<file path="config.mk">
export PLATFORM = sky130hd
export DESIGN_NAME = alpha_readout
export DESIGN_NICKNAME = d
export VERILOG_FILES = /design/src/source/alpha_pkg.sv /design/src/source/alpha_readout.sv
export SDC_FILE = /design/constraint.sdc
export NUM_CORES = 1
export LEC_CHECK = 0
export CAP_MARGIN = 25
export CORE_MARGIN = 2
export CORE_UTILIZATION = 40
export CTS_BUF_LIST = sky130_fd_sc_hd__clkbuf_2
export DETAILED_ROUTE_END_ITERATION = 8
export DONT_BUFFER_PORTS = 1
export PLACE_DENSITY = 0.6
export SYNTH_ARGS = -nofsm -noshare
export SYNTH_HDL_FRONTEND = slang
export SYNTH_SLANG_ARGS = --single-unit
</file>
<file path="constraint.sdc">
create_clock -name clock -period 4.1 [get_ports clock]
set_input_delay 0.615 -clock clock [delete_from_list [all_inputs] [get_ports clock]]
set_output_delay 0.615 -clock clock [all_outputs]
set_load 0.01 [all_outputs]
</file>
<file path="src/source/alpha_pkg.sv">
package alpha_pkg;

	// --------------------
	// data units
	// --------------------
	typedef logic [15:0] word_t; // one sample word from the asic
	typedef logic [3:0] nybble_t; // one pmod data unit

	localparam int NYBBLES_PER_WORD = 4;

	// same word seen two ways
	// raw for readout and fifo, nybbles for the pmod side
	typedef union packed {
		word_t raw;
		nybble_t [NYBBLES_PER_WORD-1:0] nybbles; // [3] is most significant, sent first
	} alpha_word_u;

	// --------------------
	// frame markers
	// --------------------
	localparam word_t FRAME_HEADER = 16'ha1fa; // "alfa"
	localparam word_t FRAME_FOOTER = 16'h0e6a; // "omga"

	// --------------------
	// default sizes
	// --------------------
	localparam int DEFAULT_DEBOUNCE_CYCLES = 1_000_000; // 10 ms at 100 MHz, fits in 20 bits
	localparam int DEFAULT_TRIGGER_CYCLES = 16; // trigger pulse length
	localparam int DEFAULT_DRESET_CYCLES = 200; // digital reset pulse length
	localparam int DEFAULT_LOG2_FIFO_DEPTH = 10; // 1024 words

endpackage

</file>
<file path="src/source/alpha_readout.sv">
`timescale 1ns/1ps

module alpha_readout (
	input logic clock,
	input logic reset,
	input logic data_a, // serial data from the asic, msb first
	output alpha_pkg::word_t sample_word,
	output logic sample_strobe // one cycle per sample word
);

	localparam int WORD_BITS = $bits(alpha_pkg::word_t);
	localparam int COUNT_WIDTH = $clog2(WORD_BITS); // wraps once per word

	alpha_pkg::word_t shift_word; // last 16 bits seen
	logic in_frame; // 0 = hunting for header
	logic [COUNT_WIDTH-1:0] bit_count; // bits of current word in shift_word
	logic header_seen;
	logic word_complete;
	logic footer_seen;

	// --------------------
	// serial capture
	// --------------------
	always_ff @(posedge clock) begin
		shift_word <= {shift_word[WORD_BITS-2:0], data_a}; // every clock, no stall
	end

	// header can sit at any bit offset
	assign header_seen = !in_frame && (shift_word == alpha_pkg::FRAME_HEADER);
	// inside a frame only word boundaries matter
	assign word_complete = in_frame && (bit_count == '0);
	assign footer_seen = word_complete && (shift_word == alpha_pkg::FRAME_FOOTER);

	// --------------------
	// framing state
	// --------------------
	always_ff @(posedge clock) begin
		if (reset) begin
			in_frame <= 1'b0; // hunting
			bit_count <= '0;
		end else begin
			if (header_seen) begin
				in_frame <= 1'b1;
				bit_count <= COUNT_WIDTH'(1); // first bit of word 1 lands this edge
			end else if (in_frame) begin
				bit_count <= bit_count + 1'b1; // 15 -> 0 marks a full word
				if (footer_seen) begin
					in_frame <= 1'b0; // back to hunting
				end
			end
		end
	end

	// --------------------
	// word output
	// --------------------
	always_ff @(posedge clock) begin
		if (reset) begin
			sample_strobe <= 1'b0;
		end else begin
			sample_strobe <= word_complete && !footer_seen; // footer itself is not data
		end
	end

	// payload, qualified by sample_strobe
	always_ff @(posedge clock) begin
		if (word_complete) begin
			sample_word <= shift_word;
		end
	end

endmodule

</file>
Yosys cells after proc, flatten, opt, wreduce, memory -nomap -nowiden
Cells that the tools add are included.
- muxes and demuxes: 5
- reduce and logical (&&, ||, !) cells: 9
- $add $sub $neg: 1
- equal/unequal tests: 2
- operator list (kind ; number):
    $eq 16x12->1 const B ; 1
    $eq 16x16->1 const B ; 1
    $mux 1 ; 5
    $add 4x1->4 const B ; 1
    $logic_and 1x1->1 ; 4
    $logic_not 4->1 ; 1
    $logic_not 1->1 ; 2
    $reduce_bool 2->1 ; 1
    $reduce_or 2->1 ; 1
- input port bits: 3
- flip-flop bits (word level): 38
- output and inout port bits: 17

Logic depth before layout (Yosys ltp)
- word-level depth: 6
- mapped depth: 4
- gate-level depth less buffers: 4

Worst setup path before layout
No wires, ideal clock.
- path type: register to register
- start point: register in_frame
- end point: register sample_word[0], enable pin
- buffers on the path: 0
- path slack: 2.062 ns
- setup time: 0.404 ns
- data arrival time: 1.634 ns
- stages on the path, launching flop included: 3
- required time: 3.696 ns
- cell sequence: dfxtp_1 -> inv_2 -> nor4b_2
- word-level cells in the longest chain between the ends: 1
- ends and longest elaborated chain (what ; RTL line ; text):
    start: declaration ; alpha_readout.sv:15 ; logic in_frame;
    start signal: assignment ; alpha_readout.sv:39 ; in_frame <= 1'b0;
    start signal: assignment ; alpha_readout.sv:43 ; in_frame <= 1'b1;
    start signal: assignment ; alpha_readout.sv:48 ; in_frame <= 1'b0;
    $logic_and 1x1->1 ; alpha_readout.sv:31 ; assign word_complete = in_frame && (bit_count == '0);
    via word_complete ; alpha_readout.sv:18 ; logic word_complete;
    end signal: assignment ; alpha_readout.sv:68 ; sample_word <= shift_word;
    end: declaration ; alpha_readout.sv:7 ; output alpha_pkg::word_t sample_word,
The timed path passes the listed nets, and every way through them passes these cells.
A chain may end at the register's enable or synchronous reset.

Worst setup path in the final report
- start point: register in_frame
- end point: register sample_word[9], enable pin
Same word-level chain as after synthesis.

==> results.toml <==
[outcome]
status = "complete, but fails checks"
violations = "DRC"

[synthesis]
yosysTopAreaCell = "edfxtp_1"
yosysMostFrequentCell = "dfxtp_1"
yosys.area_share.simple_pct = 13.7
netlist_area_um2 = 1200
muxShareOfSynthArea_pct = 0.833
synth_edf_count = 16
synth_compound_area_share_pct = 4.27
yosys.cell_types.count = 22
synth_top_family_by_area = "simple AND/OR/NAND/NOR gates"
yosys-top-cells-count = "dfxtp_1 (22), edfxtp_1 (16), a211oi_1 (3)"
yosys.area.top_type_share_pct = 40.0
synth.yosys.seq_area_share_pct = 76.7
async_flop_share_pct = 0
synth.area.top_cells = "edfxtp_1 (40%), dfxtp_1 (37%), nand4bb_4 (4.6%)"
synth_area_per_cell_um2 = 18.5
synth_ff_type = "dfxtp_1"
synth_fp_nets = 70
ys_ff_latch = 38
synthAdderAreaFrac_pct = 2.08
yosysWarnings = 0
synth_xor_area_share_pct = 1.46
syn_inst = 65

[sta]
tightest_slew_ns = 0.513
period_needed_ns = 1.62
finalHoldViolCount = 0
max_freq_mhz = 615
rsz0062_at_grt = "no"
hold_ws_ns = 0.277
relSlewSlack_pct = 65.7
slew_viol_final = 0
finalCritPeriodShare_pct = 39.6
setup_viol = 0
fin_tns_setup_ns = 0
skew_ns = 0.0107

[cells_and_area]
layout-area-overhead-vs-synth_pct = 12.3
drive_gt1_share_pct = 21.6
design_area_um2 = 1350
final_net_count = 78
antennaDiodeCount = 0

[clocking]
max-clock-path-buffers = 2
htree_levels = 2
clk_latency_ns = 0.35
cts_tree = "done"
clock-sinks = 38
clockRootBuffer = "clkbuf_2"
holdBufCountCts = 0
post-cts-setup-buffers = 0
clk_pin_slew_worst_paths_ns = 0.17
cts_buffers = 5
cts-resized-gates = 0

[drt]
wl_per_cell_um = 14.3
wl_um = 1500
wl_met3_um = 88
first_iter_violations = 10
highest_layer = "met4"
vias = 545
wl_met2_um = 679
ant_nets = 0
via_per_inst = 5.19
route.detailed.drc = 3
wl_met1_um = 710
dr.pass1.iters = 6

[floorplanning]
num_rows = 19
core_area_um2 = 2810
ioPinCount = 20
die_x_um = 58.8
die-area_um2 = 3460
initial_utilization_pct = 42.8
fp.dieH_um = 58.8

[placed_design]
globalplace.congestion = 0.767
place_area_um2 = 1250
port_buffers = 0

[setup_path]
required_ns = 4.19
startpoint_type = "flop"
path_cells = "inv_2 -> nor4b_4 -> buf_6"
cp_max_fo = 12
cp_slowest_cell = "nor4b_4"
cpPeakStageDelay_ns = 0.53
criticalPathCategory = "reg -> reg"
crit_path_end_kind = "flop"
arrival_ns = 1.72

[min_path]
hold_path.class = "in -> reg"

[global_route]
grt_overflow_total = 0
grt_pass1_wl_um = 2510
antenna_found_initial = 0
grt_start_max_net_pins = 19
grt_use_total_pct = 10.7
grt_pass1_vias = 525

[power]
ir_drop_mv = 0.261
total_leakage_power_nw = 0.452
total_power_uw = 690
power_density_nw_per_um2 = 512

[job]
maxCapViolCount = 0
[layer usage]
layer	vias up	track usage, %
li1	267	-
met1	261	12.4
met2	15	14.0
met3	2	7.69
met4	0	6.82
met5	-	0
[cells in the final DEF (no fill, tap or decap), types with 2 or more instances in the layout]
cell type   n
a211oi_1    3
xor2_1      2
inv_1       2
clkbuf_2    5
dfxtp_1    22
ha_1        2
bufinv_16   2
nand4bb_4   2
nor4_2      2
edfxtp_1   16
[logic make-up (layout without fill, tap and decap cells)]
family | after synthesis | count (layout)
DFF | 38 | 38
and+or+nand+nor | 13 | 13
AOI/OAI and AO/OA | 6 | 6
buffers and inverters | 3 | 12
adders and majority gates | 2 | 2
xor gates and xnor gates | 2 | 2
muxes | 1 | 1
[power breakdown]
group          total [mW]  leakage, nW  switching, mW  internal, mW
clock               0.275       0.0506          0.113         0.163
combinational     0.00526       0.0744        0.00126       0.00400
sequential          0.410        0.327        0.00744         0.402
[final cells by class]
class                      count  area, um2
clock buffer                   5       25.0
clock inverter                 3       63.8
fill                         243       1460
inverter                       3       11.3
multi-input combinational     24        278
sequential                    38        921
tap                           31       38.8
timing repair buffer           1       11.3
[worst paths after layout]
kind	start	to	slack, ns	cells past startpoint
worst min register to register	shift_word[0]	shift_word[1]	0.38	0
worst min-delay path	data_a	shift_word[0]	0.28	0
worst max-delay path	in_frame	sample_word[9]	2.48	3
worst max register to register	in_frame	sample_word[9]	2.48	3
[stage by stage]
stage / instances / util [%] / worst slack [ns]
floorplan: 65 / - / 2.06
global placement: 96 / 44.5 / 2.23
detailed placement: 96 / 44.5 / 2.21
CTS: 104 / 47.7 / 2.15
global route: 105 / 48.1 / 2.37
finish: 105 / 48.1 / 2.48
[flip-flops by register name, summed over array words and instances (netlist names)]
signal	flops
bit_count	4
in_frame	1
sample_strobe	1
sample_word	16
shift_word	16
[worst max-delay path, delay by kind of cell, from the launching register on]
kind | cells | cell delay [ns]
buf+inv | 2 | 0.35
flops | 1 | 0.49
simple gates | 1 | 0.53
(Power assumes the default switching activity.)
