$ cat config.mk
export PLATFORM = sky130hd
export DESIGN_NAME = alpha_control
export DESIGN_NICKNAME = d
export VERILOG_FILES = /design/src/source/alpha_pkg.sv /design/src/source/alpha_control.sv
export SDC_FILE = /design/constraint.sdc
export NUM_CORES = 1
export LEC_CHECK = 0
export BUFFER_PORTS_ARGS = -buffer_cell sky130_fd_sc_hd__buf_4
export CORE_ASPECT_RATIO = 0.9
export CORE_UTILIZATION = 50
export CTS_CLUSTER_DIAMETER = 200
export DETAILED_ROUTE_END_ITERATION = 8
export PLACE_DENSITY = 0.74
export SYNTH_ARGS = -nofsm -noshare
export SYNTH_HDL_FRONTEND = slang
export SYNTH_SLANG_ARGS = --single-unit
$ cat constraint.sdc
create_clock -name clock -period 2.99 [get_ports clock]
set_input_delay 0.598 -clock clock [delete_from_list [all_inputs] [get_ports clock]]
set_output_delay 0.598 -clock clock [all_outputs]
set_load 0.01 [all_outputs]
$ cat src/source/alpha_pkg.sv
package alpha_pkg;

	// --------------------
	// data units
	// --------------------
	typedef logic [15:0] word_t; // one sample word from the asic
	typedef logic [3:0] nybble_t; // one pmod data unit

	localparam int NYBBLES_PER_WORD = 4;

	// same word seen two ways
	// raw for readout and fifo, nybbles for the pmod side
	typedef union packed {
		word_t raw;
		nybble_t [NYBBLES_PER_WORD-1:0] nybbles; // [3] is most significant, sent first
	} alpha_word_u;

	// --------------------
	// frame markers
	// --------------------
	localparam word_t FRAME_HEADER = 16'ha1fa; // "alfa"
	localparam word_t FRAME_FOOTER = 16'h0e6a; // "omga"

	// --------------------
	// default sizes
	// --------------------
	localparam int DEFAULT_DEBOUNCE_CYCLES = 1_000_000; // 10 ms at 100 MHz, fits in 20 bits
	localparam int DEFAULT_TRIGGER_CYCLES = 16; // trigger pulse length
	localparam int DEFAULT_DRESET_CYCLES = 200; // digital reset pulse length
	localparam int DEFAULT_LOG2_FIFO_DEPTH = 10; // 1024 words

endpackage

$ cat src/source/alpha_control.sv
`timescale 1ns/1ps

module alpha_control #(
	parameter int TRIGGER_CYCLES = alpha_pkg::DEFAULT_TRIGGER_CYCLES,
	parameter int DRESET_CYCLES = alpha_pkg::DEFAULT_DRESET_CYCLES
) (
	input logic clock,
	input logic reset,
	input logic trigger_press, // debounced strobe
	input logic dreset_press, // debounced strobe
	input logic sw_bottom, // enables the bottom trigger
	output logic trig_top,
	output logic trig_bot,
	output logic dreset
);

	// --------------------
	// pulse stretchers
	// --------------------
	localparam int PULSE_MAX = (TRIGGER_CYCLES > DRESET_CYCLES) ? TRIGGER_CYCLES : DRESET_CYCLES;
	localparam int PULSE_WIDTH = $clog2(PULSE_MAX + 1);
	localparam int TRIGGER = 0; // channel index
	localparam int DRESET = 1; // channel index

	// per-channel pulse length
	localparam logic [1:0][PULSE_WIDTH-1:0] PULSE_LENGTH = {
		PULSE_WIDTH'(DRESET_CYCLES),
		PULSE_WIDTH'(TRIGGER_CYCLES)
	};

	logic [1:0] press_request;
	logic [1:0][PULSE_WIDTH-1:0] remaining; // cycles left in each pulse
	logic [1:0] pulse_active;

	assign press_request = {dreset_press, trigger_press};

	// down-counters, a press during its own pulse is ignored
	always_ff @(posedge clock) begin
		for (int i = 0; i < 2; i++) begin
			if (reset) begin
				remaining[i] <= '0;
			end else if (pulse_active[i]) begin
				remaining[i] <= remaining[i] - 1'b1;
			end else if (press_request[i]) begin
				remaining[i] <= PULSE_LENGTH[i]; // high from next clock on
			end
		end
	end

	assign pulse_active[TRIGGER] = (remaining[TRIGGER] != '0);
	assign pulse_active[DRESET] = (remaining[DRESET] != '0);

	// --------------------
	// trigger routing
	// --------------------
	assign trig_top = pulse_active[TRIGGER];
	assign trig_bot = trig_top & sw_bottom; // bottom only when switched in
	assign dreset = pulse_active[DRESET];

	// bottom trigger is a gated copy of the top one
	assert property (@(posedge clock) disable iff (reset) trig_bot |-> trig_top);

endmodule

Word level (Yosys, flattened, before mapping)
Index checks and enable logic that the tools add are counted.
{ "word_totals": {"register_bits": 16, "latch_bits": 0, "mem_bits_rw": 0, "rom_bits": 0, "output_inout_bits": 3, "wordCells": 13, "mem_count": 0} }
{ "op_classes": {"addsub": 2, "mul": 0, "div_mod_pow": 0, "magnitude_cmp": 0, "n_eq_ne": 0, "n_shift": 0, "n_mux": 4, "bitwise_logic": 1, "n_reduce_logical": 4} }
{ "ops": {"columns": ["cell", "n"], "rows": [
  ["$mux 8", 4],
  ["$reduce_bool 8->1", 2],
  ["$sub 8x1->8 const B", 2],
  ["$reduce_bool 2->1", 2],
  ["$and 1x1->1", 1]
]} }

Longest topological paths before layout
{ "depth": {"depth_word": 2, "ltp_mapped": 6} }

Worst setup path before layout
Ideal clock, no wire load.
{ "synth_path": {"kind": "register -> output", "from": "register remaining[0] in the netlist's numbering", "to": "output trig_bot", "arrival_time_ps": 1357, "path_slack_ps": 1035, "stages_incl_launch_ff": 7, "path_buffers": 1, "path_cell_list": "dfxtp_1 > inv_1 > ha_1 > nor3b_1 > and2_1 > clkbuf_1 > nor2b_1"} }
{ "synth_between": {"elab_chain_len": 2} }
{ "synth_lines": {"columns": ["element", "line_no", "text"], "rows": [
  ["start: declaration", "alpha_control.sv:32", "logic [1:0][PULSE_WIDTH-1:0] remaining;"],
  ["start signal: indexed assignment", "alpha_control.sv:43", "remaining[i] <= remaining[i] - 1'b1;"],
  ["start signal: indexed assignment", "alpha_control.sv:45", "remaining[i] <= PULSE_LENGTH[i];"],
  ["$reduce_bool 8->1", "alpha_control.sv:50", "assign pulse_active[TRIGGER] = (remaining[TRIGGER] != '0);"],
  ["$and 1x1->1", "alpha_control.sv:57", "assign trig_bot = trig_top & sw_bottom;"],
  ["end: declaration", "alpha_control.sv:13", "output logic trig_bot,"]
]} }
No other way between the ends.

Worst setup path after layout
Same ends and word-level chain as after synthesis.

==> flow_summary.yaml <==
worst_setup_path:
  cp_slowest_cell: "nor3b_1"
  crit_type: "flip-flop to primary output"
  reg2reg_slack_ns: 0.90
  cp_cell_sequence: "inv_1 > ha_1 > nor3b_1 > and2_1 > nor2b_1 > buf_4"
  critPathArrivalTime_ns: 1.84
  startpoint_type: "flip-flop"
  endpoint_kind: "primary output"
  cp.required_ns: 2.39
  worst_path_largest_cell_delay_ns: 0.42
  cp_max_fo: 6
clock_tree:
  htree_num_levels: 1
  cts_tree: "built"
  clockRootBuffer: "clkbuf_4"
  cts.clk_slew.worst_paths_ns: 0.08
  cts_hold_buf: 0
  clock-sinks: 16
  insertion_delay_ns: 0.28
  cts_buffer_depth: 2
  cts_buffers: 3
  cts_resized: 0
  postCtsSetupBuffers: 0
timing:
  slew_headroom: 0.634
  worst_pin_slew_ns: 0.545
  setup_viol_count_final: 0
  final_max_slew_viol_count: 0
  max_clock_freq_mhz: 411
  skew_ns: 0.00900
  tns_ns: 0
  period_share: 0.814
  layout_min_cycle_time_ns: 2.44
  hold_viol_final: 0
  rsz0062_at_grt: "false"
  whs_ns: 0.495
finish:
  largest-register: "remaining"
  syn2layout_area_growth_pct: 11.8
  final_common_cell: "dfxtp_1"
  final_cell_mix: "dfxtp_1 (16), a21oi_1 (11), nor3_1 (8)"
  diodes: 0
  final_area_um2: 916
  largest_reg_flops: 16
  utilization: 0.619
  nNetsFinal: 111
  drive_above_1_share: 0.136
  top_regs: "remaining x16"
  num-fill-cells: 134
detailed_routing:
  antenna_left: 0
  drc: 0
  vias: 717
  wl_mm: 1.58
  drt_iter0_markers: 19
  detail_route.wl_per_cell_um: 12.7
  vias_per_cell: 5.74
  first_pass_iters: 4
grt:
  grt.overflow.total: 0
  grt_max_degree: 19
  antenna_found_initial: 0
  use_met2: 0.283
  globalRouteMet1Util: 0.307
  met3_usage: 0.0811
  grt_pass1_wl_mm: 2.62
  grt_pass1_vias: 574
  track_usage: 0.209
  grt_busiest_layer: "met1"
die:
  die_x_um: 44.7
  die_h_um: 40.4
  fp-row-count: 13
  die_area_um2: 1810
  fp.coreArea_um2: 1480
  pin_count: 8
  start_util: 0.554
synth:
  synth_edf_count: 0
  synth_seq_cells: 16
  syn_nets: 104
  syn_area_per_cell_um2: 8.45
  yosys_warnings: 0
  synth_cell_types: 29
  yosysSeqAreaShare: 0.391
  yosysTopAreaCell: "dfxtp_1"
  syn_inst: 97
  async_flop_share: 0
  synth_top_area_frac: 0.391
  ys.flop_type: "dfxtp_1"
  syn_area_um2: 820
  synthTopCellsByArea: "dfxtp_1 (39%), a21oi_1 (6.7%), nor3_1 (4.9%)"
placed_design:
  hpwlAfterDp_mm: 1.18
  placed_cell_area_um2: 880
  gp_congestion: 0.768
  io_buffers: 7
pwr:
  p_per_area_nw_per_um2: 1230
  leakage_nw: 0.333
  peakVddDrop_v: 0.000725
job:
  max_cap_viol_count: 0
run_status:
  status: "finished clean"
worst_hold_path:
  holdCritPathClass: "flip-flop to flip-flop"
cells by family (layout without fill, tap and decap cells):
family / count (synthesis) / count (layout) / share of synthesized area
AO/OA/AOI/OAI: 28 / 28 / 0.212
XOR/XNOR: 2 / 2 / 0.0214
adder cells (fa/ha/maj): 2 / 2 / 0.0305
buffers and inverters: 11 / 17 / 0.0519
flip-flops: 16 / 16 / 0.391
AND/OR/NAND/NOR: 38 / 38 / 0.293
cell usage after synthesis, types with 2 or more instances:
cell type / n
o31ai_1: 5
dfxtp_1: 16
inv_1: 6
or4b_1: 2
or3b_2: 2
o211ai_1: 3
clkbuf_1: 3
ha_1: 2
nand2_1: 2
and2_1: 2
or3_1: 4
nor3b_1: 3
or4_1: 5
o21ai_0: 4
nor4_1: 2
xnor2_1: 2
a21oi_1: 11
a211oi_1: 2
nand3_1: 4
nor3_1: 8
metal layers:
layer | share of wire | wire length [µm]
met1 | 0.55 | 871
met2 | 0.41 | 651
met3 | 0.032 | 50
met4 | 0.0051 | 8
met5 | 0 | 0
cell type report:
cell class	count	area [µm²]	share of cell area
clock buffer	4	36.3	0.0396
tap	22	27.5	0.0301
timing repair buffer	7	52.6	0.0574
sequential	16	320	0.350
inverter	6	22.5	0.0246
multi-input combinational	70	457	0.499
stage by stage:
stage | std cells | setup slack [ns] | power (mW)
floorplan | 97 | 1.03 | 0.852
global placement | 121 | 0.929 | 0.969
detailed placement | 121 | 0.857 | 0.990
CTS | 125 | 0.542 | 1.13
global route | 125 | 0.418 | 1.24
finish | 125 | 0.555 | 1.13
worst max-delay path: cells and delay by family (launching register included):
kind | cells | cell delay [ns]
adder cells (fa/ha/maj) | 1 | 0.20
flip-flops | 1 | 0.34
buffers and inverters | 2 | 0.20
AND/OR/NAND/NOR | 3 | 0.80
path summary, 6_finish.rpt:
kind	start	end	cells after the start
min	remaining[12]	remaining[12]	2
max	remaining[0]	trig_bot	6
max reg2reg	remaining[8]	remaining[9]	5
min reg2reg	remaining[12]	remaining[12]	2
where the power goes:
group	leakage, nW	switching [mW]	total (mW)	internal [mW]
clock	0.0210	0.0625	0.137	0.0741
sequential	0.132	0.101	0.400	0.300
combinational	0.180	0.312	0.591	0.279
total	0.333	0.475	1.13	0.653
Note: power is estimated with default switching activity, not from simulation.
