**config.mk**
```make
export PLATFORM = sky130hd
export DESIGN_NAME = nybble_handshake
export DESIGN_NICKNAME = d
export VERILOG_FILES = /design/src/source/alpha_pkg.sv /design/src/source/nybble_handshake.sv
export SDC_FILE = /design/constraint.sdc
export NUM_CORES = 1
export LEC_CHECK = 0
export BUFFER_PORTS_ARGS = -buffer_cell sky130_fd_sc_hd__buf_2
export CAP_MARGIN = 20
export CELL_PAD_IN_SITES_DETAIL_PLACEMENT = 0
export CELL_PAD_IN_SITES_GLOBAL_PLACEMENT = 1
export CORE_ASPECT_RATIO = 1.25
export CORE_UTILIZATION = 42
export DETAILED_ROUTE_END_ITERATION = 12
export GPL_TIMING_DRIVEN = 0
export PLACE_DENSITY = 0.81
export SLEW_MARGIN = 30
export SYNTH_ARGS = -nofsm -noshare
export SYNTH_HDL_FRONTEND = slang
export SYNTH_SLANG_ARGS = --single-unit
```
**constraint.sdc**
```tcl
create_clock -name clock -period 2.5 [get_ports clock]
set_input_delay 0.25 -clock clock [delete_from_list [all_inputs] [get_ports clock]]
set_output_delay 0.25 -clock clock [all_outputs]
set_load 0.03 [all_outputs]
```
**src/source/alpha_pkg.sv**
```systemverilog
package alpha_pkg;

	// --------------------
	// data units
	// --------------------
	typedef logic [15:0] word_t; // one sample word from the asic
	typedef logic [3:0] nybble_t; // one pmod data unit

	localparam int NYBBLES_PER_WORD = 4;

	// same word seen two ways
	// raw for readout and fifo, nybbles for the pmod side
	typedef union packed {
		word_t raw;
		nybble_t [NYBBLES_PER_WORD-1:0] nybbles; // [3] is most significant, sent first
	} alpha_word_u;

	// --------------------
	// frame markers
	// --------------------
	localparam word_t FRAME_HEADER = 16'ha1fa; // "alfa"
	localparam word_t FRAME_FOOTER = 16'h0e6a; // "omga"

	// --------------------
	// default sizes
	// --------------------
	localparam int DEFAULT_DEBOUNCE_CYCLES = 1_000_000; // 10 ms at 100 MHz, fits in 20 bits
	localparam int DEFAULT_TRIGGER_CYCLES = 16; // trigger pulse length
	localparam int DEFAULT_DRESET_CYCLES = 200; // digital reset pulse length
	localparam int DEFAULT_LOG2_FIFO_DEPTH = 10; // 1024 words

endpackage

```
**src/source/nybble_handshake.sv**
```systemverilog
`timescale 1ns/1ps

module nybble_handshake (
	input logic clock,
	input logic reset,
	input alpha_pkg::word_t fifo_word,
	input logic fifo_empty,
	output logic fifo_pop, // one cycle, takes the head word
	input logic acknowledge, // from the pmod receiver
	output alpha_pkg::nybble_t pmod_nybble,
	output logic pmod_first, // most significant nybble of a word
	output logic pmod_strobe
);

	localparam int INDEX_WIDTH = $clog2(alpha_pkg::NYBBLES_PER_WORD);
	localparam logic [INDEX_WIDTH-1:0] FIRST_INDEX = INDEX_WIDTH'(alpha_pkg::NYBBLES_PER_WORD - 1);

	// --------------------
	// handshake FSM states
	// --------------------
	localparam logic [1:0] ST_IDLE = 2'd0; // strobe low, waiting for a word
	localparam logic [1:0] ST_STROBE = 2'd1; // strobe high, waiting for ack high
	localparam logic [1:0] ST_RELEASE = 2'd2; // strobe low, waiting for ack low

	alpha_pkg::alpha_word_u held_word; // holding register
	logic held_valid;
	logic [INDEX_WIDTH-1:0] nybble_index; // counts down, msn first
	logic [1:0] state;

	assign fifo_pop = !held_valid && !fifo_empty; // refill as soon as the register frees
	assign pmod_nybble = held_word.nybbles[nybble_index];
	assign pmod_first = (nybble_index == FIRST_INDEX);
	assign pmod_strobe = (state == ST_STROBE);

	always_ff @(posedge clock) begin
		if (reset) begin
			held_valid <= 1'b0;
			nybble_index <= FIRST_INDEX;
			state <= ST_IDLE;
		end else begin
			if (fifo_pop) held_valid <= 1'b1;
			case (state)
				ST_IDLE: if (held_valid && !acknowledge) state <= ST_STROBE;
				ST_STROBE: if (acknowledge) state <= ST_RELEASE; // receiver has the nybble
				ST_RELEASE: begin
					if (!acknowledge) begin
						if (nybble_index == '0) begin
							held_valid <= 1'b0; // word done, free the register
							nybble_index <= FIRST_INDEX;
							state <= ST_IDLE;
						end else begin
							nybble_index <= nybble_index - 1'b1; // next nybble with new strobe
							state <= ST_STROBE;
						end
					end
				end
				default: state <= ST_IDLE;
			endcase
		end
	end

	// payload only loads into a free register
	always_ff @(posedge clock) begin
		if (fifo_pop) held_word.raw <= fifo_word;
	end

	// receiver sees one value per strobe
	assert property (@(posedge clock) disable iff (reset)
		pmod_strobe |=> !pmod_strobe || $stable(pmod_nybble));

endmodule

```
# == Yosys cells after proc, flatten, opt, wreduce, memory -nomap -nowiden ==
# Cells that the tools add are included.
# op_classes
bitwise_logic,1
eq_ne,6
n_reduce_logical,9
muxes,12
n_lt_le_gt_ge,1
add_sub_neg,1
# ops
cell,n
binary-select mux 4 bit (select 2 bit),1
two-way mux 2 bit,4
"inequality test 2 bit, second input constant",3
case mux 2 bit (3 select lines),1
two-way mux 1 bit,5
"== test 2 bit, second input constant",2
zero test 2 bit,2
two-way mux 4 bit,1
zero test 1 bit,3
"< comparator 2 x 3 -> 1 bit, second input constant",1
AND reduction 3 bit,1
"== test 2 x 1 -> 1 bit, second input constant",1
logical AND 1 bit,2
AND reduction 2 bit,1
"subtractor 2 x 1 -> 2 bit, second input constant",1
NOT 1 bit,1
# totals
ff_bits,21

# == Longest topological paths before layout ==
# depth
ltp_word,6
depth_mapped,5

# == Worst setup path after synthesis ==
# No wires, ideal clock.
# synth_timing
path_type,register to register
startpoint,register held_valid
endpoint,register held_word[0] in the netlist's numbering (enable)
setup_ns,0.406
arrival_time_ns,1.368
path_stages_with_launch,2
n_path_buf,0
path_slack_ns,0.725
cell_sequence,dfxtp_1 nor2_1
# synth_between
elab_chain_cells,2
# synth_lines
item,line,source
from (decl),nybble_handshake.sv:26,logic held_valid;
from (signal assigned),nybble_handshake.sv:37,held_valid <= 1'b0;
from (signal assigned),nybble_handshake.sv:41,if (fifo_pop) held_valid <= 1'b1;
from (signal assigned),nybble_handshake.sv:48,held_valid <= 1'b0;
zero test 1 bit,nybble_handshake.sv:30,assign fifo_pop = !held_valid && !fifo_empty;
logical AND 1 bit,nybble_handshake.sv:30,
named net fifo_pop,nybble_handshake.sv:8,"output logic fifo_pop,"
to (decl),nybble_handshake.sv:25,alpha_pkg::alpha_word_u held_word;
# The timed path passes the listed nets, and every way through them passes these cells.
# A chain may end at the register's enable or synchronous reset.

# == Worst setup path in the final report ==
# layout_timing
startpoint,register held_valid
endpoint,output port fifo_pop
# layout_between
elab_chain_cells,2
# layout_lines
item,line
zero test 1 bit,nybble_handshake.sv:30
logical AND 1 bit,nybble_handshake.sv:30
to (decl),nybble_handshake.sv:8
# No other way between the ends.

==> results by group <==
Global routing
  – Initial antenna violation count: 0
  – Vias in the first global route: 456
  – GRT Util Overall: 11.52%
  – Largest net degree at the start of global routing: 18
  – First-pass GRT wire length: 1.794 mm
  – Gr ovfl total: 0

Placement
  – Dpl cell area: 985.9 sq um
  – Routability Congestion: 0.6046
  – # port buffers: 26
  – DP HPWL: 823.4 um

Critical path
  – Startpoint types: flop
  – RR Startpoint: nybble_index[0]
  – Reg2reg setup slack: 1030 ps
  – CP arrival: 1570 ps
  – Worst-path fanout max: 17
  – CP top delay family: simple AND/OR/NAND/NOR gates
  – Critical path buffers and inverters: 1
  – Crit end category: output port
  – CP Launch Point: held_valid
  – FF-to-FF path depth: 5
  – Crit path max-delay cell type: nor2_2
  – Crit path kind: flop to output port
  – Required @ worst endpoint: 2250 ps
  – Reg-to-reg critical path endpoint: state[0]
  – CP Cell Sequence: nor2_2, buf_2
  – CP peak stage delay: 600 ps

Logic synthesis
  – Cells after Synth: 46
  – Yosys cell types: 16
  – Sequential fraction of the synthesis area: 69.98%
  – Syn. warnings: 0
  – Area of the mapped netlist: 829.5 sq um
  – Post-Syn Nets: 68
  – Post-Syn Area per Cell: 18.03 sq um
  – Yosys reg bits: 21

Route
  – Drt pass-1 iters: 2
  – DR vias: 469
  – Number of nets with antenna violations after routing: 0
  – Vias per inst: 4.937
  – Post-Route WL: 1.096 mm
  – Wire per inst: 11.54 um
  – DR iter-0 viols: 4
  – DRC errors left: 0

Timing
  – Setup TNS Final: 0 ps
  – Relative slew slack: 47.53%
  – Unrepaired setup endpoints after global routing: false
  – Final period util: 72.75%
  – Fin. max-slew vios: 0
  – Post-route minimum period: 1819 ps
  – Worst-Margin Slew: 786.2 ps
  – Setup Skew: 11.29 ps
  – Final Hold Fails: 0
  – Max Fclk: 0.5499 GHz
  – Setup violators final: 0

Clock tree
  – Post-cts sizing count: 0
  – CTS sink count: 21
  – # hold bufs at CTS: 0
  – Worst-path clk slew: 110 ps
  – Root buffer cell: clkbuf_4
  – Setup bufs post-CTS: 0
  – Max Root-Sink Buffers: 2
  – CTS tree: yes
  – Worst-skew pair later-pin latency: 290 ps
  – H-tree Lvls: 1
  – Total CTS buffers: 3

Flow run
  – Max Cap Viol: 0

Floorplan
  – Die Y: 51.69 um
  – Ports: 27
  – Core Rows: 17
  – Core Area: 1808 sq um
  – Initial Util: 45.88%
  – Die area: 2158 sq um
  – Die width: 41.75 um

Power
  – Max VDD drop: 0.0004326 V
  – Total power: 610.3 uW
  – PD cells: 602.1 nW/um^2
  – Leak: 0.0004154 uW

Min path
  – Worst Hold Depth: 1
  – Worst hold path type: primary input to flop
  – WHS Endpoint: held_word[6]
  – Min-Delay Startpoint: fifo_word[6]

Cells and area
  – Most common cell after layout, fill and taps aside: buf_2
  – Post-Route Utilization: 56.06%
  – Filler Cell Count: 149
  – Fraction of layout cells with a size suffix above 1: 50.00%
  – Most frequent cells in the layout: buf_2, edfxtp_1, dfxtp_1, mux4_2
  – Post-route cell area: 1013 sq um
  – Antenna cells: 0
  – Footprint of the multi-input gates: 235.2 sq um
  – Layout Nets: 99
  – Storage element area: 580.6 sq um
  – Area growth from synthesis to layout: 22.17%

Status
  – Status: finished, final reports clean
metal layers:
layer | track usage (%) | vias to the layer above | share of wire (%) | wire (um)
met3 | 3.125 | 2 | 5.6 | 61
met5 | 0 | - | 0 | 0
li1 | - | 235 | - | -
met4 | 6.452 | 0 | 1.2 | 13
met2 | 20.57 | 18 | 51 | 560
met1 | 12.21 | 214 | 42 | 461
logic make-up (layout without fill, tap and decap cells):
| family | Yosys count | in the layout | synth area share (%) |
|---|---|---|---|
| multiplexers | 6 | 6 | 13.27 |
| XOR/XNOR | 1 | 1 | 1.056 |
| AND/OR/NAND/NOR | 9 | 9 | 7.239 |
| AO/OA/AOI/OAI | 3 | 3 | 3.469 |
| flip-flops | 21 | 21 | 69.99 |
| buffers and inverters | 4 | 34 | 1.960 |
| adder cells (fa/ha/maj) | 2 | 2 | 3.016 |
power by group:
part           total, uW  switching (uW)  internal [uW]
clock network        151            92.1           59.4
logic               57.8            31.5           26.3
registers            401            5.87            395
metrics by stage:
stage          hold slack [ps]  setup slack (ps)  std cells
2_1_floorplan            314.6             725.1         46
3_3_place_gp             426.0             576.3         91
3_5_place_dp             428.1             936.6         91
4_1_cts                  113.6             653.6         95
5_1_grt                  98.58             532.8         95
6_report                 120.9             681.4         95
cell usage after synthesis:
| master | instances | area (sq um) |
|---|---|---|
| o21bai_1 | 1 | 7.510 |
| mux4_2 | 4 | 90.09 |
| nor3b_1 | 2 | 15.01 |
| or3b_1 | 1 | 8.760 |
| a221oi_1 | 1 | 8.760 |
| dfxtp_1 | 5 | 100.1 |
| nor2b_1 | 2 | 12.51 |
| nor2_1 | 3 | 11.26 |
| inv_1 | 3 | 11.26 |
| nor3b_2 | 1 | 12.51 |
| edfxtp_1 | 16 | 480.5 |
| xnor2_1 | 1 | 8.760 |
| mux2i_1 | 2 | 20.02 |
| a211oi_2 | 1 | 12.51 |
| ha_1 | 2 | 25.02 |
| buf_2 | 1 | 5.000 |
worst max path at each step:
stage               slack, ps      endpoint  depth (start not counted)
detailed placement        940      fifo_pop                          3
global placement          580      fifo_pop                          3
finish                    680      fifo_pop                          2
CTS                       650      fifo_pop                          2
global route              530      fifo_pop                          2
floorplan                 730  held_word[0]                          1
state kept, by name, summed over array words and instances (netlist names):
register	cells
nybble_index	2
held_word	16
held_valid	1
state	2
layout make-up:
cell class              instances  share of cell area [%]
clock buffers                   3                   2.222
multi-input cells              21                   23.21
well taps                      19                   2.346
flip-flops and latches         21                   57.28
repair buffers                 26                   12.84
clock inverters                 1                  0.4938
plain buffers                   1                  0.4938
inverters                       3                   1.111
Power figures use the tool's default switching activity.
