[src/source/alpha_pkg.sv]
package alpha_pkg;

	// --------------------
	// data units
	// --------------------
	typedef logic [15:0] word_t; // one sample word from the asic
	typedef logic [3:0] nybble_t; // one pmod data unit

	localparam int NYBBLES_PER_WORD = 4;

	// same word seen two ways
	// raw for readout and fifo, nybbles for the pmod side
	typedef union packed {
		word_t raw;
		nybble_t [NYBBLES_PER_WORD-1:0] nybbles; // [3] is most significant, sent first
	} alpha_word_u;

	// --------------------
	// frame markers
	// --------------------
	localparam word_t FRAME_HEADER = 16'ha1fa; // "alfa"
	localparam word_t FRAME_FOOTER = 16'h0e6a; // "omga"

	// --------------------
	// default sizes
	// --------------------
	localparam int DEFAULT_DEBOUNCE_CYCLES = 1_000_000; // 10 ms at 100 MHz, fits in 20 bits
	localparam int DEFAULT_TRIGGER_CYCLES = 16; // trigger pulse length
	localparam int DEFAULT_DRESET_CYCLES = 200; // digital reset pulse length
	localparam int DEFAULT_LOG2_FIFO_DEPTH = 10; // 1024 words

endpackage

[src/source/button_debounce.sv]
`timescale 1ns/1ps

module button_debounce #(
	parameter int DEBOUNCE_CYCLES = alpha_pkg::DEFAULT_DEBOUNCE_CYCLES
) (
	input logic clock,
	input logic reset,
	input logic button, // raw, asynchronous, bouncy
	output logic press // one cycle per accepted press
);

	localparam int COUNT_WIDTH = $clog2(DEBOUNCE_CYCLES + 1);
	localparam logic [COUNT_WIDTH-1:0] LAST_COUNT = COUNT_WIDTH'(DEBOUNCE_CYCLES - 1);

	logic sync_first; // metastability stage
	logic sync_second; // safe to use
	logic armed; // button has been seen released since last press
	logic [COUNT_WIDTH-1:0] stable_count; // cycles steady at 1

	// two-flop synchronizer
	always_ff @(posedge clock) begin
		if (reset) begin
			sync_first <= 1'b0;
			sync_second <= 1'b0;
		end else begin
			sync_first <= button;
			sync_second <= sync_first;
		end
	end

	// stability counter, restarts on every bounce to 0
	always_ff @(posedge clock) begin
		if (reset) begin
			armed <= 1'b0; // a button held through reset gives no press
			stable_count <= '0;
			press <= 1'b0;
		end else begin
			press <= 1'b0;
			if (!sync_second) begin
				armed <= 1'b1; // released, next rising level counts
				stable_count <= '0;
			end else if (armed) begin
				if (stable_count == LAST_COUNT) begin
					press <= 1'b1;
					armed <= 1'b0; // held button stays quiet
				end else begin
					stable_count <= stable_count + 1'b1;
				end
			end
		end
	end

	// a single press never stretches
	assert property (@(posedge clock) disable iff (reset) press |=> !press);

endmodule

[config.mk]
export PLATFORM = sky130hd
export DESIGN_NAME = button_debounce
export DESIGN_NICKNAME = d
export VERILOG_FILES = /design/src/source/alpha_pkg.sv /design/src/source/button_debounce.sv
export SDC_FILE = /design/constraint.sdc
export NUM_CORES = 1
export LEC_CHECK = 0
export BUFFER_PORTS_ARGS = -buffer_cell sky130_fd_sc_hd__buf_4
export CAP_MARGIN = 20
export CORE_ASPECT_RATIO = 1.1
export CORE_MARGIN = 3
export CORE_UTILIZATION = 40
export DETAILED_ROUTE_END_ITERATION = 12
export SYNTH_ARGS = -nofsm -noshare
export SYNTH_HDL_FRONTEND = slang
export SYNTH_SLANG_ARGS = --single-unit
export TNS_END_PERCENT = 100
[constraint.sdc]
create_clock -name clock -period 2.35 [get_ports clock]
set_clock_uncertainty 0.15 [all_clocks]
set_input_delay 0.1175 -clock clock [delete_from_list [all_inputs] [get_ports clock]]
set_output_delay 0.1175 -clock clock [all_outputs]
set_load 0.005 [all_outputs]
-- After elaboration in Yosys (flattened, before gate mapping)
Cells that the tools add are included.
- memory bits (writable): 0
- input port bits: 3
- output and inout port bits: 1
- memories: 0
- bits in read-only memories: 0
- bits in latches: 0
- flip-flop bits (word level): 24
- divide/modulo/power cells: 0
- multipliers: 0
- bitwise gates (word level): 3
- shift operators: 0
- mux-type cells: 4
- $add $sub $neg: 1
- magnitude comparators: 0
- equal/unequal tests: 1
- reduce and logical (&&, ||, !) cells: 3
- operators with widths (operator ; count):
    adder 20 x 1 -> 20 bit, second input constant ; 1
    equality test 20 bit, second input constant ; 1
    two-way mux 1 bit ; 4
    inverter 1 bit ; 3
    OR reduction 3 bit ; 1
    AND reduction 2 bit ; 1
    OR reduction 2 bit ; 1

-- Logic depth before layout (Yosys ltp)
Gate-level depths: netlist (run 1).
- word-level depth: 4
- depth in mapped cells: 6
- gate-level depth less buffers: 5

-- Least setup slack after synthesis (run 1)
No wires, ideal clock.
- kind: reg2reg
- from: register stable_count[0]
- to: register stable_count[16]
- clock period less this slack: 1.939 ns
- stages on the path, launching flop included: 6
- library setup time: 0.116 ns
- setup slack: 0.411 ns
- arrival: 1.673 ns
- required time: 2.084 ns
- path through: dfxtp_1 -> ha_1 -> nand3_1 -> nor4_1 -> a31oi_1 -> a41o_1
- word-level cells in the longest chain between the ends: 3
- elaborated cells between the ends (all ways): 4
- those cells by class: add/sub (1); eq/ne (1); bitwise (1); reduce/logical (1)
- ends and longest elaborated chain (element ; RTL line ; RTL):
    from (decl) ; button_debounce.sv:18 ; logic [COUNT_WIDTH-1:0] stable_count;
    from (signal assigned) ; button_debounce.sv:47 ; stable_count <= stable_count + 1'b1;
    branches (longest 3 deep; another with adder 20 x 1 -> 20 bit) ; - ;
Parallel ways; which one is timed is not known.
A chain may end at the register's enable or synchronous reset.

-- Final worst setup path (run 1)
- from: register stable_count[9]
- to: register stable_count[0]
- word-level cells in the longest chain between the ends: 3
- ends and longest elaborated chain (element ; RTL line ; RTL):
    equality test 20 bit ; button_debounce.sv:43 ; if (stable_count == LAST_COUNT) begin
    inverter 1 bit (no line) ; - ;
    AND reduction 2 bit (no line) ; - ;
No other way between the ends.

==> metrics.md, run 1 <==
| Metric | Value |
|---|---|
| H-Tree Depth | 1 |
| Core Region | around 0.0026 mm2 |
| Vias in the first global route | roughly 910 |
| Starting Density | approximately 44% |
| Required @ worst endpoint | approximately 2.4 ns |
| Pin count of the biggest net entering global routing | 17 |
| Met2 Usage GRT | 21.8% |
| Slowest Stage Delay on Critical Path | 0.50 ns |
| Overflow after GRT | 0 |
| Synth Warn # | 0 |
| Number of diodes | 0 |
| Final #Nets | about 140 |
| DR iter-0 viols | 20 |
| Worst r2r src | stable_count[9]$_SDFFE_PP0P_ |
| Critical Path Source Type | flop |
| Post-synth net total | 134 |
| EDFF count, synth | 0 |
| Initial antenna violation count | 0 |
| Post-synthesis cell count | 130 |
| Setup bufs post-CTS | 0 |
| Status | finished, final reports clean |
| Maxcap violations | 0 |
| Most common cell after layout, fill and taps aside | dfxtp_1 |
| Max Root-Sink Buffers | 2 |
| Global routing's busiest layer | met2 |
| Power density over the cells | 490 mW/mm2 |
| Most used DFF post-synth | dfxtp_1 |
| Tot GR Track Use | between 10% and 20% |
| Worst setup margin | 0.297 ns |
| Final worst path period share | ~87% |
| CTS tree | yes |
| Register bit total from synthesis | 24 |
| CP Cell Sequence | or4b_4 > nor4_4 > mux2i_1 > a311o_1 |
| CTS buffer count | 3 |
| Final slew viol count | 0 |
| Vias per cell | ~6 |
| Die Footprint | around 0.0036 mm2 |
| Die width | 57.4 um |
| Worst-path maximum fanout | 5 |
| R2r setup slk | approximately 0.30 ns |
| Gp weighted congestion | roughly 0.87 |
| Slew margin rel. | between 70 and 80% |
| IO Port Bufs | 3 |
| Hold slack | around 0.31 ns |
| Post-layout util | 47.6% |
| Most frequent cells in the layout | dfxtp_1 (24), nor2_1 (13), nand2_1 (8) |
| Max rail drop VDD | slightly below 0.3 mV |
| # DRC | 0 |
| CTS resizes | 0 |
| DRT Wirelength | 2230 um |
| Clk_lat worst skew | approximately 0.31 ns |
| Final hold violation count | 0 |
| DP Cell Count | between 150 and 200 |
| First-pass GRT wire length | slightly below 4000 um |
| Hold_sp | sync_first$_SDFF_PP0_ |
| Area growth, synth to finish | 7.96% |
| CP Data Arrival Time | about 2.1 ns |
| CTS hold repair buffers | 2 |
| Wirelength per Cell | approximately 13 um |
| Critical Path End Type | flop |
| Fin cells | around 170 |
| DRT Pass-1 Iters | 4 |
| Hold Crit Class | reg2reg |
| Final setup violation count | 0 |
| Vias | between 900 and 1000 |
| Clk root buf | clkbuf_4 |
| Pre-CTS WS | between 0.3 and 0.4 ns |
| Cell area after synthesis | approximately 0.0012 mm2 |
| FILL cells | 272 |
| Mean Syn Cell Area | about 9.0 um2 |
| M1 GR Usage | between 10% and 20% |
| ANT nets after route | 0 |
| Slowest CP cell | or4b_4 |
| Setup CP Type | reg2reg |
| Post-synth ARST share | 0% |
| Peak Freq | just under 500 MHz |
| RSZ-0062 raised after global routing | no |
| Detailed placer's ending HPWL | 1590 um |
| M3 GR Usage | just under 3% |
| Die Ht | between 60 and 70 um |
| Row count | 19 |
| Fin crit period | 2.05 ns |
| CTS clk-pin slew, worst paths | 0.13 ns |
| CTS Sinks | 24 |
| Slew @ Worst Pin | roughly 0.4 ns |
| Setup TNS | 0 ns |
| Leakage dissipation | between 0.4 and 0.5 nW |
| Netlist cell types | 36 |
| Share of post-route cells with drive strength above 1 | a little under an eighth |
| Sequential-to-total area share from yosys stat | about two fifths |
| Io pins | 4 |
| CP Launch Point | stable_count[9]$_SDFFE_PP0P_ |
-- synth_stat cells, types with 3 or more instances --
library cell	count	area, um2
nand3_1	6	30.0
nor3_1	3	15.0
nand2_1	8	30.0
nor2_1	13	48.8
dfxtp_1	24	480
a31oi_1	6	37.5
a21oi_1	7	35.0
xnor2_1	6	52.6
clkbuf_1	3	11.3
nor4_1	6	37.5
nand4_1	6	37.5
o21ai_0	4	20.0
inv_1	4	15.0
-- layout make-up --
class / instances / area (um2) / share of cell area (%)
clock buffers: 3 / 22.5 / 1.79
inverters: 4 / 15.0 / 1.20
multi-input cells: 97 / 634 / 50.5
flip-flops and latches: 24 / 480 / 38.2
well taps: 31 / 38.8 / 3.09
repair buffers: 8 / 65.1 / 5.18
-- metrics by stage --
stage                     power [mW]  area (um2)
after floorplan                0.435        1160
after global placement         0.442        1210
after detailed placement       0.442        1210
after CTS                      0.626        1260
after global routing           0.644        1260
final                          0.615        1260
-- critical path, delay by kind of cell, from the launching register on --
kind             cells  cell delay (ns)
flip-flops           1             0.43
AO/OA/AOI/OAI        1             0.32
multiplexers         1             0.13
AND/OR/NAND/NOR      2             0.93
-- kinds of logic (layout without fill, tap and decap cells) --
family / count (synthesis) / count (layout) / share of synthesized area (%)
AOI/OAI and AO/OA: 27 / 27 / 15.8
xor gates and xnor gates: 7 / 7 / 5.27
muxes: 2 / 2 / 1.72
and+or+nand+nor: 60 / 60 / 30.6
buffers and inverters: 9 / 15 / 4.19
DFF: 24 / 24 / 41.3
adders and majority gates: 1 / 1 / 1.08
-- registers in the layout (all words and copies together), names as in the netlist --
name          cells
sync_second       1
stable_count     20
sync_first        1
armed             1
press             1
-- worst paths after layout --
kind,endpoint,cells after the start
worst max register to register,stable_count[0]$_SDFFE_PP0P_,4
worst min-delay path,sync_second$_SDFF_PP0_,1
worst min register to register,sync_second$_SDFF_PP0_,1
worst max-delay path,stable_count[0]$_SDFFE_PP0P_,4
-- layer usage --
metal / vias to the layer above / part of all wire (%)
li1: 503 / -
met1: 463 / 49
met2: 19 / 45
met3: 9 / 3.2
met4: 0 / 2.8
met5: - / 0
-- power by group --
group          internal [mW]  total, mW  switching, mW  leakage, nW
Clock                 0.0599      0.180          0.120       0.0138
Combinational        0.00945     0.0204         0.0109        0.226
Sequential             0.411      0.415        0.00445        0.194
Note: power is estimated with default switching activity, not from simulation.
==> inputs of run 2 (changes only) <==
Settings changed: ABC_AREA from default to 1, CORE_ASPECT_RATIO 1.1 to default.
Clock period 2.35 ns to 2.1 ns, I/O delays scaled along.
==> run 2 against run 1 <==
Routed wire length up 4.1%. Count of clock-buffer cells in the layout unchanged. Core utilization down 1.4 points. First-iteration DRC count rose to 3.1 times the previous value. Maximum frequency up 13%. Register-to-register slack about the same. Global-route usage up 1.4 points. Sequential cell count unchanged. Combinational power up 20%. Synthesized cell count up 39%.
==> metrics.md, run 2 <==
| Metric | Value |
|---|---|
| Synth top area cells | dfxtp_1 (40%), nand2_1 (12%), nor2_1 (10%), inv_1 (7.2%), a21oi_1 (6.3%) (was dfxtp_1 (41%), xnor2_1 (4.5%), nor2_1 (4.2%), a31oi_1 (3.2%), nand4_1 (3.2%)) |
| Die Ht | 60.8 um (was 62.6 um) |
| Slowest CP cell | dfxtp_1 (was or4b_4) |
| Post-synth net total | 185 (was 134) |
| Max rail drop VDD | 0.256 mV (was 0.297 mV) |
| Synth top area share | 40.0% (was 41.3%) |
| Hold_sp | sync_first$_SDFF_PP0_ (unchanged) |
| Peak Freq | 552 MHz (was 487 MHz) |
| Status | finished, final reports clean (unchanged) |
| # DRC | 0 (unchanged) |
| R2R depth | 8 (was 4) |
| DR iter-0 viols | 62 (was 20) |
| Final worst path period share | 86.2% (was 87.4%) |
| Most used DFF post-synth | dfxtp_1 (unchanged) |
| Starting Density | 42.8% (was 44.1%) |
| Final setup violation count | 0 (unchanged) |
| Post-synth ARST share | 0% (unchanged) |
| Register bit total from synthesis | 24 (unchanged) |
| Clk root buf | clkbuf_4 (unchanged) |
| Final slew viol count | 0 (unchanged) |
| DRT Pass-1 Iters | 4 (unchanged) |
| Netlist cell types | 22 (was 36) |
| Die width | 60.8 um (was 57.4 um) |
| Hold Crit Class | reg2reg (unchanged) |
| Post-route cell area | 0.00129 mm2 (was 0.00126 mm2) |
| Worst r2r src | stable_count[0]$_SDFFE_PP0P_ (was stable_count[9]$_SDFFE_PP0P_) |
| Count leader, synth | nand2_1 (was dfxtp_1) |
| First-pass GRT wire length | 4180 um (was 3910 um) |
| EDFF count, synth | 0 (unchanged) |
| CTS buffer count | 3 (unchanged) |
| Pin count of the biggest net entering global routing | 13 (was 17) |
| Worst Path Buf+Inv | 1 (was 0) |
| Critical Path Source Type | flop (unchanged) |
| RSZ-0062 raised after global routing | no (unchanged) |
| Post-synthesis cell count | 181 (was 130) |
| Final #Nets | 194 (was 142) |
| Number of flip-flops in the largest register | 20 (unchanged) |
| R2r setup slk | 0.29 ns (was 0.30 ns) |
| Fin crit period | 1.81 ns (was 2.05 ns) |
| Tot GR Track Use | 14.9% (was 13.5%) |
| H-Tree Depth | 1 (unchanged) |
| Post-DP Area | 0.00125 mm2 (was 0.00121 mm2) |
| Most frequent cells in the layout | nand2_1 (38), nor2_1 (33), dfxtp_1 (24) (was dfxtp_1 (24), nor2_1 (13), nand2_1 (8)) |
| Vias | 1095 (was 994) |
| Synth area leader | dfxtp_1 (unchanged) |
| Clk_lat worst skew | 0.31 ns (about the same) |
| Share of post-route cells with drive strength above 1 | 9.57% (was 11.8%) |
| Setup CP Type | reg2reg (unchanged) |
| Required @ worst endpoint | 2.17 ns (was 2.42 ns) |
| Most common cell after layout, fill and taps aside | nand2_1 (was dfxtp_1) |
| Cell area after synthesis | 0.00120 mm2 (was 0.00116 mm2) |
| CP Cell Sequence | ha_1 > nand3_1 > nor2_2 > nand3_1 > nand2_1 > inv_1 > nor2_1 > nor2_1 (was or4b_4 > nor4_4 > mux2i_1 > a311o_1) |
| Slowest Stage Delay on Critical Path | 0.39 ns (was 0.50 ns) |
| Overflow after GRT | 0 (unchanged) |
| CTS tree | yes (unchanged) |
| CP Data Arrival Time | 1.88 ns (was 2.12 ns) |
| Io pins | 4 (unchanged) |
| Vias in the first global route | 991 (was 905) |
| Total power | 0.685 mW (was 0.615 mW) |
| Synth Warn # | 0 (unchanged) |
| Setup TNS | 0 ns (unchanged) |
| Number of diodes | 0 (unchanged) |
| Top post-synthesis cells by count | nand2_1 (38), nor2_1 (33), dfxtp_1 (24), inv_1 (23) (was dfxtp_1 (24), nor2_1 (13), nand2_1 (8), a21oi_1 (7)) |
| Critical Path End Type | flop (unchanged) |
| CP delay by family, top | simple AND/OR/NAND/NOR gates (unchanged) |
| Max Root-Sink Buffers | 2 (unchanged) |
| Hold slack | 0.267 ns (was 0.307 ns) |
| Sequential-to-total area share from yosys stat | 40.0% (was 41.3%) |
| Top reg by flops | stable_count (unchanged) |
| Wirelength per Cell | 10.6 um (was 13.4 um) |
| Row count | 19 (unchanged) |
| Area growth, synth to finish | 7.92% (was 7.96%) |
| IO Port Bufs | 3 (unchanged) |
| Worst Hold End | sync_second$_SDFF_PP0_ (unchanged) |
| CTS Sinks | 24 (unchanged) |
| Leakage dissipation | 0.465 nW (was 0.434 nW) |
| Detailed placer's ending HPWL | 1730 um (was 1590 um) |
| Maxcap violations | 0 (unchanged) |
| Gp weighted congestion | 0.801 (was 0.871) |
| Die Footprint | 0.00369 mm2 (was 0.00359 mm2) |
| R2r endpoint | stable_count[1]$_SDFFE_PP0P_ (was stable_count[0]$_SDFFE_PP0P_) |
| Slew margin rel. | 74.1% (was 73.1%) |
| Power density over the cells | 529 mW/mm2 (was 490 mW/mm2) |
| CTS clk-pin slew, worst paths | 0.12 ns (was 0.13 ns) |
| Mean Syn Cell Area | 6.63 um2 (was 8.95 um2) |
| Vias per cell | 5.00 (was 5.95) |
| Final hold violation count | 0 (unchanged) |
| Initial antenna violation count | 0 (unchanged) |
| Worst-path maximum fanout | 11 (was 5) |
| Hold path cells | 2 (was 1) |
| Slew @ Worst Pin | 0.388 ns (was 0.401 ns) |
| DRT Wirelength | 2320 um (was 2230 um) |
| ANT nets after route | 0 (unchanged) |
| Core Region | 0.00281 mm2 (was 0.00264 mm2) |
-- run 2: cell count changes in the layout (fill, tap and decap cells not counted), sizes merged, moves of 6 or more --
cell	previous run	this run
nand2	8	40
nor2	13	38
inv	4	24
nand3	6	16
a21oi	7	15
nor4	7	0
a31oi	6	0
xnor2	6	0
-- run 2: worst max-delay path by stage --
| stage | start | end | slack [ns] | cells past startpoint |
|---|---|---|---|---|
| after global routing | stable_count[0]$_SDFFE_PP0P_ | stable_count[1]$_SDFFE_PP0P_ | 0.09 | 8 |
| after global placement | stable_count[0]$_SDFFE_PP0P_ | stable_count[1]$_SDFFE_PP0P_ | 0.37 | 8 |
| after floorplan | stable_count[0]$_SDFFE_PP0P_ | stable_count[3]$_SDFFE_PP0P_ | 0.67 | 7 |
| after detailed placement | stable_count[0]$_SDFFE_PP0P_ | stable_count[1]$_SDFFE_PP0P_ | 0.30 | 8 |
| final | stable_count[0]$_SDFFE_PP0P_ | stable_count[1]$_SDFFE_PP0P_ | 0.29 | 8 |
| after CTS | stable_count[0]$_SDFFE_PP0P_ | stable_count[1]$_SDFFE_PP0P_ | 0.28 | 8 |
-- run 2: worst min-delay path: stages, from the launching register on --
cell	delay, ns
dfxtp_1	0.32
inv_1	0.04
nor2_1	0.03
-- run 2: cell families after synthesis --
| group | share of synthesized area [%] |
|---|---|
| AOI/OAI and AO/OA | 9.59 |
| xor gates and xnor gates | 0.730 |
| adders and majority gates | 1.04 |
| buffers and inverters | 9.90 |
| DFF | 40.0 |
| and+or+nand+nor | 38.7 |
-- run 2: timing repair --
item	in CTS	in global routing
setup buffers	0	0
hold endpoints to repair	3	0
hold buffers	2	0
resized for setup	0	0
-- run 2: metal layers --
metal	GRT usage, %	part of all wire [%]	vias to the layer above
met3	3.19	3.1	5
li1	-	-	591
met4	5.57	1.5	0
met2	22.6	42	17
met5	0	0	-
met1	20.7	53	482
-- run 2: final cells by class --
| class | instances | area [um2] |
|---|---|---|
| inverter | 25 | 95.1 |
| multi-input combinational | 129 | 601 |
| tap | 31 | 38.8 |
| timing repair buffer | 7 | 57.6 |
| fill | 305 | 1510 |
| sequential | 24 | 480 |
| clock buffer | 3 | 22.5 |
-- run 2: power by group --
group | switching [mW] | leakage, nW | total (mW) | internal, mW
Sequential | 0.00384 | 0.194 | 0.463 | 0.459
Clock | 0.131 | 0.0138 | 0.198 | 0.0670
Combinational | 0.0134 | 0.257 | 0.0244 | 0.0110
Total | 0.148 | 0.465 | 0.685 | 0.537
-- run 2: metrics by stage --
stage               instances  util, %  setup WS (ns)
finish                    219     46.2          0.290
global route              219     46.2         0.0901
CTS                       219     46.2          0.281
detailed placement        214     44.6          0.297
global placement          214     44.6          0.374
floorplan                 181        -          0.671
